$ cat config.mk
export PLATFORM = sky130hd
export DESIGN_NAME = dot_product_top
export DESIGN_NICKNAME = d
export VERILOG_FILES = /design/src/design/dot_arith_pkg.sv /design/src/design/dot_cmd_pkg.sv /design/src/design/csa_multiplier.sv /design/src/design/dot_control.sv /design/src/design/dot_product_top.sv /design/src/design/mac_accumulator.sv /design/src/design/operand_bank.sv
export SDC_FILE = /design/constraint.sdc
export NUM_CORES = 1
export LEC_CHECK = 0
export CORE_MARGIN = 2
export CORE_UTILIZATION = 58
export CTS_CLUSTER_SIZE = 30
export DETAILED_ROUTE_END_ITERATION = 8
export DONT_BUFFER_PORTS = 1
export GPL_TIMING_DRIVEN = 0
export PLACE_DENSITY = 0.75
export SYNTH_ARGS = -nofsm -noshare
export SYNTH_HDL_FRONTEND = slang
export SYNTH_HIERARCHICAL = 1
export SYNTH_SLANG_ARGS = --single-unit
export TNS_END_PERCENT = 20
$ cat constraint.sdc
create_clock -name clk -period 5 [get_ports clk]
set_clock_uncertainty 0.1 [all_clocks]
set_input_delay 1 -clock clk [delete_from_list [all_inputs] [get_ports clk]]
set_output_delay 1 -clock clk [all_outputs]
set_load 0.01 [all_outputs]
$ cat src/design/dot_arith_pkg.sv
// Accumulator mode type, length field ceiling, drain depth constant
`default_nettype none

package dot_arith_pkg;

    // Latched at run start by the controller
    // Obeyed by the accumulator for the whole run
    typedef enum logic {
        ACC_WRAP = 1'b0,
        ACC_SAT  = 1'b1
    } acc_mode_t;

    // Bits in the address and length fields of a command
    // Bounds the index counters, so DEPTH stays at 32 or below
    localparam int MAX_DEPTH_LOG = 6;

    // Cycles from the last issued read to done
    // Bank read, product stage, sum stage, then the done edge
    localparam int DRAIN_CYCLES = 4;

    // Width of the drain counter
    localparam int DRAIN_CNT_W = $clog2(DRAIN_CYCLES);

endpackage

`default_nettype wire

$ cat src/design/dot_cmd_pkg.sv
// Command opcodes, load and run field layouts, packed command word
`default_nettype none

package dot_cmd_pkg;

    // Width of the load data field in the command word
    localparam int CMD_DATA_W = 16;

    // Opcode sits in cmd[31:30] for every command
    typedef enum logic [1:0] {
        OP_LOAD_A = 2'd0,
        OP_LOAD_B = 2'd1,
        OP_RUN    = 2'd2,
        OP_CLEAR  = 2'd3
    } dot_opcode_t;

    // Load view of the command word
    typedef struct packed {
        dot_opcode_t           opcode;
        logic [5:0]            addr;
        logic [7:0]            rsvd;
        // Operand taken from the low bits only
        logic [CMD_DATA_W-1:0] data;
    } dot_load_t;

    // Run and clear view of the command word
    typedef struct packed {
        dot_opcode_t opcode;
        // Vector length, 1 up to the bank depth
        logic [5:0]  len;
        // Set for a saturating sum
        logic        sat;
        logic [22:0] rsvd;
    } dot_run_t;

    // One 32-bit word, two decodings
    typedef union packed {
        dot_load_t load;
        dot_run_t  run;
    } dot_cmd_u;

endpackage

`default_nettype wire

$ cat src/design/csa_multiplier.sv
// Unsigned N x N carry-save array multiplier with final ripple add
`timescale 1ns/1ns
`default_nettype none

module csa_multiplier #(
    parameter int N = 8
) (
    input  logic [N-1:0]   multiplier,
    input  logic [N-1:0]   multiplicand,
    output logic [2*N-1:0] product
);

    // Low half comes straight out of column 0 of each row
    logic [N-1:0] low_bits;
    // Last row leftovers, summed into the high half
    logic [N-1:0] last_carry;
    logic [N-1:0] last_sum;
    logic [N-1:0] high_bits;

    genvar i, j;
    generate
        for (i = 0; i < N; i++) begin : gen_row
            for (j = 0; j < N; j++) begin : gen_col
                // Cell (i,j) weighs 2^(i+j)
                logic pp;
                logic c_in;
                logic s_in;
                logic c_out;
                logic s_out;

                if (i == 0) begin : gen_first
                    // Nothing to absorb in the top row
                    assign c_in = 1'b0;
                    assign s_in = 1'b0;
                end else begin : gen_inner
                    // Carry drops straight down, same weight one row lower
                    assign c_in = gen_row[i-1].gen_col[j].c_out;
                    if (j == N-1) begin : gen_edge
                        assign s_in = 1'b0;
                    end else begin : gen_diag
                        // Sum moves down and one column right
                        assign s_in = gen_row[i-1].gen_col[j+1].s_out;
                    end
                end

                // AND gate for the partial product bit
                assign pp    = multiplier[i] & multiplicand[j];
                // Full adder
                assign s_out = pp ^ c_in ^ s_in;
                assign c_out = (pp & c_in) | (pp & s_in) | (c_in & s_in);
            end

            assign low_bits[i] = gen_row[i].gen_col[0].s_out;
        end

        for (j = 0; j < N; j++) begin : gen_last
            assign last_carry[j] = gen_row[N-1].gen_col[j].c_out;
            if (j == N-1) begin : gen_top
                assign last_sum[j] = 1'b0;
            end else begin : gen_shift
                // Sum bit j+1 of the last row has weight 2^(N+j)
                assign last_sum[j] = gen_row[N-1].gen_col[j+1].s_out;
            end
        end
    endgenerate

    // Full product fits 2N bits so this add never carries out
    assign high_bits = last_carry + last_sum;

    assign product = {high_bits, low_bits};

endmodule

`default_nettype wire

$ cat src/design/dot_control.sv
// Command decoder and run sequencer for the dot product engine
`timescale 1ns/1ns
`default_nettype none

module dot_control
    import dot_cmd_pkg::*;
    import dot_arith_pkg::*;
#(
    parameter  int DEPTH  = 16,
    localparam int ADDR_W = $clog2(DEPTH)
) (
    input  logic                  clk,
    input  logic                  rst_n,
    input  logic                  cmd_valid,
    input  dot_cmd_u              cmd,
    output logic                  wr_en,
    output logic                  wr_sel,
    output logic [ADDR_W-1:0]     wr_addr,
    output logic [CMD_DATA_W-1:0] wr_data,
    output logic [ADDR_W-1:0]     rd_addr,
    output logic                  acc_en,
    output logic                  acc_clear,
    output acc_mode_t             acc_mode,
    output logic                  busy,
    output logic                  done,
    output logic                  cmd_err
);

    // Sequencer states
    localparam logic [1:0] ST_IDLE  = 2'd0;
    localparam logic [1:0] ST_ISSUE = 2'd1;
    localparam logic [1:0] ST_DRAIN = 2'd2;

    // Depth in the width of the command fields
    localparam logic [MAX_DEPTH_LOG-1:0] DEPTH_LIM = MAX_DEPTH_LOG'(DEPTH);
    localparam logic [DRAIN_CNT_W-1:0]   DRAIN_END = DRAIN_CNT_W'(DRAIN_CYCLES - 1);

    logic [1:0]               state;
    // Next read index and latched vector length
    logic [MAX_DEPTH_LOG-1:0] idx;
    logic [MAX_DEPTH_LOG-1:0] run_len;
    logic [DRAIN_CNT_W-1:0]   drain_cnt;
    // High in the cycle a read address is on rd_addr
    logic                     rd_valid;

    // Decode
    dot_opcode_t op;
    logic        addr_ok;
    logic        len_ok;
    logic        accept;
    logic        do_load;
    logic        do_run;
    logic        do_clear;

    assign op      = cmd.load.opcode;
    assign addr_ok = cmd.load.addr < DEPTH_LIM;
    assign len_ok  = (cmd.run.len != '0) && (cmd.run.len <= DEPTH_LIM);

    // Nothing is taken while a run is in flight
    assign accept   = cmd_valid && !busy;
    assign do_load  = accept && (op == OP_LOAD_A || op == OP_LOAD_B) && addr_ok;
    assign do_run   = accept && (op == OP_RUN) && len_ok;
    assign do_clear = accept && (op == OP_CLEAR);

    // RUN and CLEAR zero the sum on the strobe edge itself
    assign acc_clear = do_run || do_clear;

    assign busy = (state != ST_IDLE);

    // Write payload for the bank, lands on the following edge
    always_ff @(posedge clk) begin
        if (do_load) begin
            wr_sel  <= (op == OP_LOAD_B);
            wr_addr <= cmd.load.addr[ADDR_W-1:0];
            wr_data <= cmd.load.data;
        end
    end

    always_ff @(posedge clk or negedge rst_n) begin
        if (!rst_n) begin
            state     <= ST_IDLE;
            idx       <= '0;
            run_len   <= '0;
            drain_cnt <= '0;
            rd_valid  <= 1'b0;
            rd_addr   <= '0;
            acc_en    <= 1'b0;
            acc_mode  <= ACC_WRAP;
            wr_en     <= 1'b0;
            done      <= 1'b0;
            cmd_err   <= 1'b0;
        end else begin
            wr_en    <= do_load;
            // Busy drops, bad opcode fields and bad lengths all flag here
            cmd_err  <= cmd_valid && !(do_load || do_run || do_clear);
            done     <= 1'b0;
            rd_valid <= 1'b0;
            // Bank data lags the address by one cycle
            acc_en   <= rd_valid;

            case (state)
                ST_IDLE: begin
                    if (do_run) begin
                        state    <= ST_ISSUE;
                        idx      <= '0;
                        run_len  <= cmd.run.len;
                        acc_mode <= cmd.run.sat ? ACC_SAT : ACC_WRAP;
                    end
                end
                ST_ISSUE: begin
                    // One read per cycle on edges 1 to L
                    rd_addr  <= idx[ADDR_W-1:0];
                    rd_valid <= 1'b1;
                    idx      <= idx + 1'b1;
                    if (idx == run_len - 1'b1) begin
                        state     <= ST_DRAIN;
                        drain_cnt <= '0;
                    end
                end
                ST_DRAIN: begin
                    // Let the last pair clear bank, product and sum stages
                    drain_cnt <= drain_cnt + 1'b1;
                    if (drain_cnt == DRAIN_END) begin
                        state <= ST_IDLE;
                        done  <= 1'b1;
                    end
                end
                default: begin
                    state <= ST_IDLE;
                end
            endcase
        end
    end

endmodule

`default_nettype wire

$ cat src/design/dot_product_top.sv
// Dot product engine top level, controller, banks, multiplier, accumulator
`timescale 1ns/1ns
`default_nettype none

module dot_product_top
    import dot_cmd_pkg::*;
    import dot_arith_pkg::*;
#(
    parameter  int OPERAND_W = 8,
    parameter  int DEPTH     = 16,
    parameter  int ACC_W     = 24,
    localparam int ADDR_W    = $clog2(DEPTH)
) (
    input  logic             clk,
    input  logic             rst_n,
    input  logic             cmd_valid,
    input  logic [31:0]      cmd,
    output logic             busy,
    output logic             done,
    output logic             cmd_err,
    output logic [ACC_W-1:0] result,
    output logic             overflow
);

    // Bank write port
    logic                   wr_en;
    logic                   wr_sel;
    logic [ADDR_W-1:0]      wr_addr;
    logic [CMD_DATA_W-1:0]  wr_data;

    // Read side into the multiplier
    logic [ADDR_W-1:0]      rd_addr;
    logic [OPERAND_W-1:0]   a_data;
    logic [OPERAND_W-1:0]   b_data;
    logic [2*OPERAND_W-1:0] product;

    // Accumulator control
    logic                   acc_en;
    logic                   acc_clear;
    acc_mode_t              acc_mode;

    dot_control #(
        .DEPTH (DEPTH)
    ) u_control (
        .clk       (clk),
        .rst_n     (rst_n),
        .cmd_valid (cmd_valid),
        .cmd       (cmd),
        .wr_en     (wr_en),
        .wr_sel    (wr_sel),
        .wr_addr   (wr_addr),
        .wr_data   (wr_data),
        .rd_addr   (rd_addr),
        .acc_en    (acc_en),
        .acc_clear (acc_clear),
        .acc_mode  (acc_mode),
        .busy      (busy),
        .done      (done),
        .cmd_err   (cmd_err)
    );

    // Only the low OPERAND_W bits of the data field are stored
    operand_bank #(
        .OPERAND_W (OPERAND_W),
        .DEPTH     (DEPTH)
    ) u_bank (
        .clk     (clk),
        .rst_n   (rst_n),
        .wr_en   (wr_en),
        .wr_sel  (wr_sel),
        .wr_addr (wr_addr),
        .wr_data (wr_data[OPERAND_W-1:0]),
        .rd_addr (rd_addr),
        .a_data  (a_data),
        .b_data  (b_data)
    );

    csa_multiplier #(
        .N (OPERAND_W)
    ) u_mult (
        .multiplier   (a_data),
        .multiplicand (b_data),
        .product      (product)
    );

    mac_accumulator #(
        .OPERAND_W (OPERAND_W),
        .ACC_W     (ACC_W)
    ) u_acc (
        .clk       (clk),
        .rst_n     (rst_n),
        .product   (product),
        .acc_en    (acc_en),
        .acc_clear (acc_clear),
        .acc_mode  (acc_mode),
        .result    (result),
        .overflow  (overflow)
    );

endmodule

`default_nettype wire

$ cat src/design/mac_accumulator.sv
// Product pipeline register and wrapping or saturating accumulator
`timescale 1ns/1ns
`default_nettype none

module mac_accumulator
    import dot_arith_pkg::*;
#(
    parameter  int OPERAND_W = 8,
    parameter  int ACC_W     = 24,
    localparam int PROD_W    = 2 * OPERAND_W
) (
    input  logic              clk,
    input  logic              rst_n,
    input  logic [PROD_W-1:0] product,
    input  logic              acc_en,
    input  logic              acc_clear,
    input  acc_mode_t         acc_mode,
    output logic [ACC_W-1:0]  result,
    output logic              overflow
);

    // Product stage
    logic [PROD_W-1:0] prod_q;
    logic              en_q;

    // Sum with one guard bit for the carry out
    logic [ACC_W-1:0]  prod_ext;
    logic [ACC_W:0]    sum_ext;

    // Payload register, follows the multiplier every cycle
    always_ff @(posedge clk) begin
        prod_q <= product;
    end

    // Valid bit travels alongside the product
    always_ff @(posedge clk or negedge rst_n) begin
        if (!rst_n) begin
            en_q <= 1'b0;
        end else begin
            en_q <= acc_en;
        end
    end

    assign prod_ext = ACC_W'(prod_q);
    assign sum_ext  = {1'b0, result} + {1'b0, prod_ext};

    // Sum stage
    always_ff @(posedge clk or negedge rst_n) begin
        if (!rst_n) begin
            result   <= '0;
            overflow <= 1'b0;
        end else if (acc_clear) begin
            // Clear wins over a pending add
            result   <= '0;
            overflow <= 1'b0;
        end else if (en_q) begin
            if (sum_ext[ACC_W] && acc_mode == ACC_SAT) begin
                // Clamp and stay at the top
                result   <= '1;
                overflow <= 1'b1;
            end else begin
                // Wrap mode keeps the low bits
                result <= sum_ext[ACC_W-1:0];
                // Sticky until the next clear
                if (sum_ext[ACC_W]) begin
                    overflow <= 1'b1;
                end
            end
        end
    end

endmodule

`default_nettype wire

$ cat src/design/operand_bank.sv
// Operand banks A and B with one write port and a registered dual read
`timescale 1ns/1ns
`default_nettype none

module operand_bank #(
    parameter  int OPERAND_W = 8,
    parameter  int DEPTH     = 16,
    localparam int ADDR_W    = $clog2(DEPTH)
) (
    input  logic                 clk,
    input  logic                 rst_n,
    input  logic                 wr_en,
    input  logic                 wr_sel,
    input  logic [ADDR_W-1:0]    wr_addr,
    input  logic [OPERAND_W-1:0] wr_data,
    input  logic [ADDR_W-1:0]    rd_addr,
    output logic [OPERAND_W-1:0] a_data,
    output logic [OPERAND_W-1:0] b_data
);

    // Vector storage
    logic [OPERAND_W-1:0] mem_a [DEPTH];
    logic [OPERAND_W-1:0] mem_b [DEPTH];

    // Write port, wr_sel low picks A
    always_ff @(posedge clk or negedge rst_n) begin
        if (!rst_n) begin
            // Banks read back as zero after reset
            for (int k = 0; k < DEPTH; k++) begin
                mem_a[k] <= '0;
                mem_b[k] <= '0;
            end
        end else if (wr_en) begin
            if (wr_sel) begin
                mem_b[wr_addr] <= wr_data;
            end else begin
                mem_a[wr_addr] <= wr_data;
            end
        end
    end

    // Both banks read at the same index every cycle
    // Data shows up one cycle after rd_addr
    always_ff @(posedge clk or negedge rst_n) begin
        if (!rst_n) begin
            a_data <= '0;
            b_data <= '0;
        end else begin
            a_data <= mem_a[rd_addr];
            b_data <= mem_b[rd_addr];
        end
    end

endmodule

`default_nettype wire

==> impl_metrics.ini, run 1 <==
[drt]
drc = 0
dr.pass1.iters = 5
routed_via_density = 6.15
drtIter0Drc = 905
detail_route.wl_per_cell_microns = 21.9
vias = 10900
routed_wirelength_microns = 38700
drtAntennaViolNets = 0

[flow_run]
drv_cap = 0

[worst_setup_path]
criticalPathCategory = flip-flop to flip-flop
slowest_delay_ps = 550
r2r_slack_ps = -160
crit_top_cell = fa_1
required_ps = 5300
cp.arrival_ps = 5460
path_max_fanout = 7
path_cells = buf_4, and2_1, fa_1, fa_1, fa_1, fa_1, fa_1, fa_1, ha_4, inv_2, fa_2, nor2b_2, o31a_1, buf_4, a311o_1
start_kind = flip-flop
end_kind = flip-flop
critPathSlowestCell = fa_1

[yosys]
synth.avg_cell_area_sq_um = 13.8
yosysWarningCount = 6
netlist_area_sq_um = 17700
syn_nets = 1399
synthCells = 1287

[timing]
setup_viol = 1
finalHoldWorstSlack_ps = 83.0
setup_ws_ps = -158
min_period_ps = 5160
relSlewSlack_pct = 27.5
rsz0062_at_grt = yes
tns_ps = -158
hold_violations = 0
fmax_mhz = 194
tightest_slew_ps = 1090
drv_slew = 0
period_share_pct = 103

[pwr]
p_comb_share_pct = 20.2
seqPwrFrac_pct = 42.2
design_power_total_mw = 8.08
clkPwrFrac_pct = 37.6
peakVddDrop_mv = 0.281
internal-power_mw = 5.76
power_density_nw_per_um2 = 407
p_leak_nw = 9.35
swShare_pct = 28.6
power.switching_mw = 2.31

[global_route]
grt_pass1_vias = 11100
grt_max_degree = 325
antenna_found_initial = 0
grt_remaining_overflow = 0
grt_use_total_pct = 25.4
grt_pass1_wl_microns = 62100

[die]
rows = 64
fp.dieH_microns = 179
die_x_microns = 179
coreArea_sq_um = 30300
die_area_sq_um = 32000
initial_utilization_pct = 58.5
num_io_pins = 63

[clock_tree]
cts_made_buffers = 39
htreeDepth = 2
clkTransAtPathRegs_ps = 60
cts_tree = yes
cts.sinks = 353
cts_root_buf = clkbuf_16
hold_buffers = 0
cts.path.max_buffers = 3
clock_latency_ps = 530

[final_layout]
multi_input_area_sq_um = 8560
final_common_cell = dfrtp_1
drive_above_1_share_pct = 36.2
final_cell_mix = dfrtp_1 (319), mux2_2 (255), mux4_2 (64), clkbuf_1 (60), and2_1 (60)
utilization_pct = 65.4
fillers = 2143
ff_latch_area_sq_um = 8820
synthToLayoutAreaGrowth_pct = 11.8
nets = 1454

[outcome]
violations = setup timing
status = finished, violations left

[place]
dp_hpwl_microns = 26100
pre_cts_ws_ps = -314
gp_congestion = 0.890
io_buffers = 0

[worst_hold_path]
hp-class = primary input to async pin
[flip-flops by register name (all words and copies together), names as in the netlist, 6 cells and up]
signal             count
u_control/wr_data      8
u_bank/mem_b         128
u_bank/b_data          8
u_control/run_len      6
u_control/idx          6
u_bank/mem_a         128
u_bank/a_data          8
u_acc/result          24
u_acc/prod_q          16
[final timing paths]
kind | startpoint | end | depth (start not counted)
setup / recovery | u_bank/b_data[7]$_DFF_PN0_ | u_acc/prod_q[14]$_DFF_P_ | 15
hold / removal | rst_n | u_acc/result[5]$_DFFE_PN0P_ | 0
setup reg to reg | u_bank/b_data[7]$_DFF_PN0_ | u_acc/prod_q[14]$_DFF_P_ | 15
hold reg to reg | u_control/acc_en$_DFF_PN0_ | u_acc/en_q$_DFF_PN0_ | 0
max in group asynchronous | rst_n | u_bank/mem_b[87]$_DFFE_PN0P_ | 0
min in group clk | u_control/acc_en$_DFF_PN0_ | u_acc/en_q$_DFF_PN0_ | 0
[layout make-up]
cell class | instances | area share, %
antenna | 1 | 0.0126
buffer | 77 | 1.80
clock buffer | 57 | 5.62
clock inverter | 14 | 1.34
inverter | 30 | 0.567
multi-input combinational | 827 | 43.1
sequential | 353 | 44.5
tap | 396 | 2.50
timing repair buffer | 14 | 0.567
[through the flow]
step	std cells	cell area [sq um]
2_1_floorplan	1287	17800
3_3_place_gp	1683	18200
3_5_place_dp	1684	18300
4_1_cts	1766	19800
5_1_grt	1768	19800
6_report	1769	19800
[per-layer routing]
metal / up-vias / GRT usage [%] / share of wire [%]
li1: 4799 / - / -
met1: 5746 / 36.4 / 44
met2: 280 / 40.2 / 48
met3: 52 / 4.96 / 6.0
met4: 0 / 6.57 / 2.0
met5: - / 0 / 0
[power groups by stage]
stage	logic [mW]	registers, mW	clock network [mW]
floorplan	1.25	3.37	0
global placement	1.56	3.45	0
detailed placement	1.60	3.46	0
CTS	1.64	3.41	3.10
global route	1.78	3.44	3.21
finish	1.63	3.41	3.04
[critical path, delay by kind of cell, from the launching register on]
family                     cells  cell delay [ps]
adders and majority gates      8             3320
AOI/OAI and AO/OA              2              640
DFF                            1              410
buffers and inverters          3              350
and+or+nand+nor                2              220
[what timing repair did]
item / 4_1_cts / 5_1_grt
buffers inserted: 11 / 2
pin swaps: 12 / 16
setup endpoints to repair: 2 / 4
gates resized for setup: 23 / 12
(Power assumes the default switching activity.)
==> run 2, diff against run 1 <==
ABC_AREA = 1   (was unset)
==> run 2 against run 1 <==
  * Register-to-register slack gained 350 ps
  * First-iteration DRC count grew 69%
  * Flip-flop and latch count is the same
  * Highest routed layer unchanged
  * Core utilization shrank 0.40 points
  * The flow now finishes without violations
  * Largest power group is now clock
  * Wire length grew 46%
==> impl_metrics.ini, run 2 <==
[yosys]
synthCells = 2583
synth.avg_cell_area_sq_um = 7.49
netlist_area_sq_um = 19300
yosysWarningCount = 6
syn_nets = 2695

[final_layout]
final_cells = 3094
nets = 2734
final_common_cell = nand2_1
final_cell_mix = nand2_1 (965), inv_1 (382), dfrtp_1 (318), o21ai_0 (260), nand3_1 (240)
drive_above_1_share_pct = 6.83
synthToLayoutAreaGrowth_pct = 9.91
top_regs = u_bank/mem_a: 128 flops, u_bank/mem_b: 128 flops, u_acc/result: 24 flops

[global_route]
grt_pass1_wl_microns = 89100
grt_max_degree = 325
grt_use_total_pct = 33.1
antenna_found_initial = 0
grt_pass1_vias = 16600
grt_remaining_overflow = 0

[timing]
rsz0062_at_grt = no
relSlewSlack_pct = 11.4
period_share_pct = 96.1
fmax_mhz = 208
min_period_ps = 4810
finalHoldWorstSlack_ps = 38.3
tns_ps = 0
tightest_slew_ps = 1310
hold_violations = 0
setup_viol = 0
setup_ws_ps = 195
drv_slew = 0

[drt]
detail_route.wl_per_cell_microns = 18.3
dr.pass1.iters = 7
routed_via_density = 5.52
drtIter0Drc = 1527
routed_wirelength_microns = 56600
drc = 0
vias = 17100
drtAntennaViolNets = 0

[worst_setup_path]
start_kind = flip-flop
end_kind = flip-flop
rr_endpoint = u_acc/prod_q[14]$_DFF_P_
path_max_fanout = 6
crit_top_cell = fa_1
critPathTopFamily = adder cells
cp.arrival_ps = 5140
critPathSlowestCell = fa_1
slowest_delay_ps = 520
required_ps = 5340
path_cells = nand2_1, inv_1, ha_1, fa_1, fa_1, fa_1, fa_1, fa_1, fa_1, ha_2, inv_1, fa_2, inv_1, nand2_1, nand4_1, nand2_1
rr_worst_depth = 16
r2r_slack_ps = 190
path_buf_inv = 3
criticalPathCategory = flip-flop to flip-flop
r2r_start = u_bank/b_data[6]$_DFF_PN0_

[clock_tree]
cts_tree = yes
htreeDepth = 2
cts_root_buf = clkbuf_16
hold_buffers = 0
clkTransAtPathRegs_ps = 60
clock_latency_ps = 570
cts.path.max_buffers = 3
cts_made_buffers = 39
cts.sinks = 353

[place]
gp_congestion = 1.05
dp_hpwl_microns = 40700
io_buffers = 0
placed_cells = 3027
pre_cts_ws_ps = -22.1

[die]
initial_utilization_pct = 59.1
fp.dieH_microns = 187
die_area_sq_um = 34800
rows = 66
num_io_pins = 63
die_x_microns = 187
coreArea_sq_um = 32700

[worst_hold_path]
hp-class = primary input to async pin

[pwr]
peakVddDrop_mv = 0.306
design_power_total_mw = 5.81
power_density_nw_per_um2 = 273
p_leak_nw = 11.0

[flow_run]
drv_cap = 0

[outcome]
status = finished, final reports clean
[run 2: metrics by stage]
step	util [%]	instance area, sq um
after floorplan	-	19300
after global placement	60.8	19900
after detailed placement	60.9	19900
after CTS	64.9	21200
after global routing	65.0	21200
final	65.0	21300
[run 2: final cells by class]
class	count	area, sq um
diodes	1	2.50
inverters	390	1460
flip-flops and latches	353	8830
fillers	2937	11500
well taps	442	553
plain buffers	133	681
multi-input cells	1699	8360
clock inverters	13	159
repair buffers	6	45.0
clock buffers	57	1160
[run 2: worst register-to-register path: stages (launching register included)]
cell     delay (ps)
dfrtp_2         450
nand2_1          80
inv_1            40
ha_1            300
fa_1            500
fa_1            430
fa_1            510
fa_1            430
fa_1            400
fa_1            520
ha_2            170
inv_1            50
fa_2            360
inv_1            70
nand2_1          90
nand4_1         100
nand2_1          90
[run 2: where the power goes]
group	leakage, nW	switching (mW)	internal [mW]
registers	4.69	0.000379	2.87
clock network	0.658	1.16	1.77
logic	5.69	0.00231	0.00130
total	11.0	1.16	4.65
[run 2: worst max-delay path by stage]
stage / start / end / slack (ps) / depth (start not counted)
after global routing: u_bank/a_data[0]$_DFF_PN0_ / u_acc/prod_q[14]$_DFF_P_ / 40 / 16
after global placement: u_bank/b_data[6]$_DFF_PN0_ / u_acc/prod_q[14]$_DFF_P_ / 30 / 19
after floorplan: u_bank/b_data[6]$_DFF_PN0_ / u_acc/prod_q[12]$_DFF_P_ / 270 / 18
after detailed placement: u_bank/b_data[6]$_DFF_PN0_ / u_acc/prod_q[14]$_DFF_P_ / -20 / 19
final: u_bank/b_data[6]$_DFF_PN0_ / u_acc/prod_q[14]$_DFF_P_ / 190 / 16
after CTS: u_bank/a_data[0]$_DFF_PN0_ / u_acc/prod_q[14]$_DFF_P_ / 10 / 19
[run 2: what timing repair did]
action                     4_1_cts  5_1_grt
setup endpoints to repair        2        3
gates resized for setup          0        9
cloned                           0        0
hold endpoints to repair         0        0
setup buffers                    0        4
[run 2: metal layers]
layer | global-route usage, % | part of all wire (%) | wire [microns]
met5 | 0 | 0 | 0
met3 | 5.64 | 8.2 | 4640
met2 | 51.7 | 45 | 25400
met1 | 44.4 | 42 | 23600
met4 | 17.9 | 5.2 | 2930
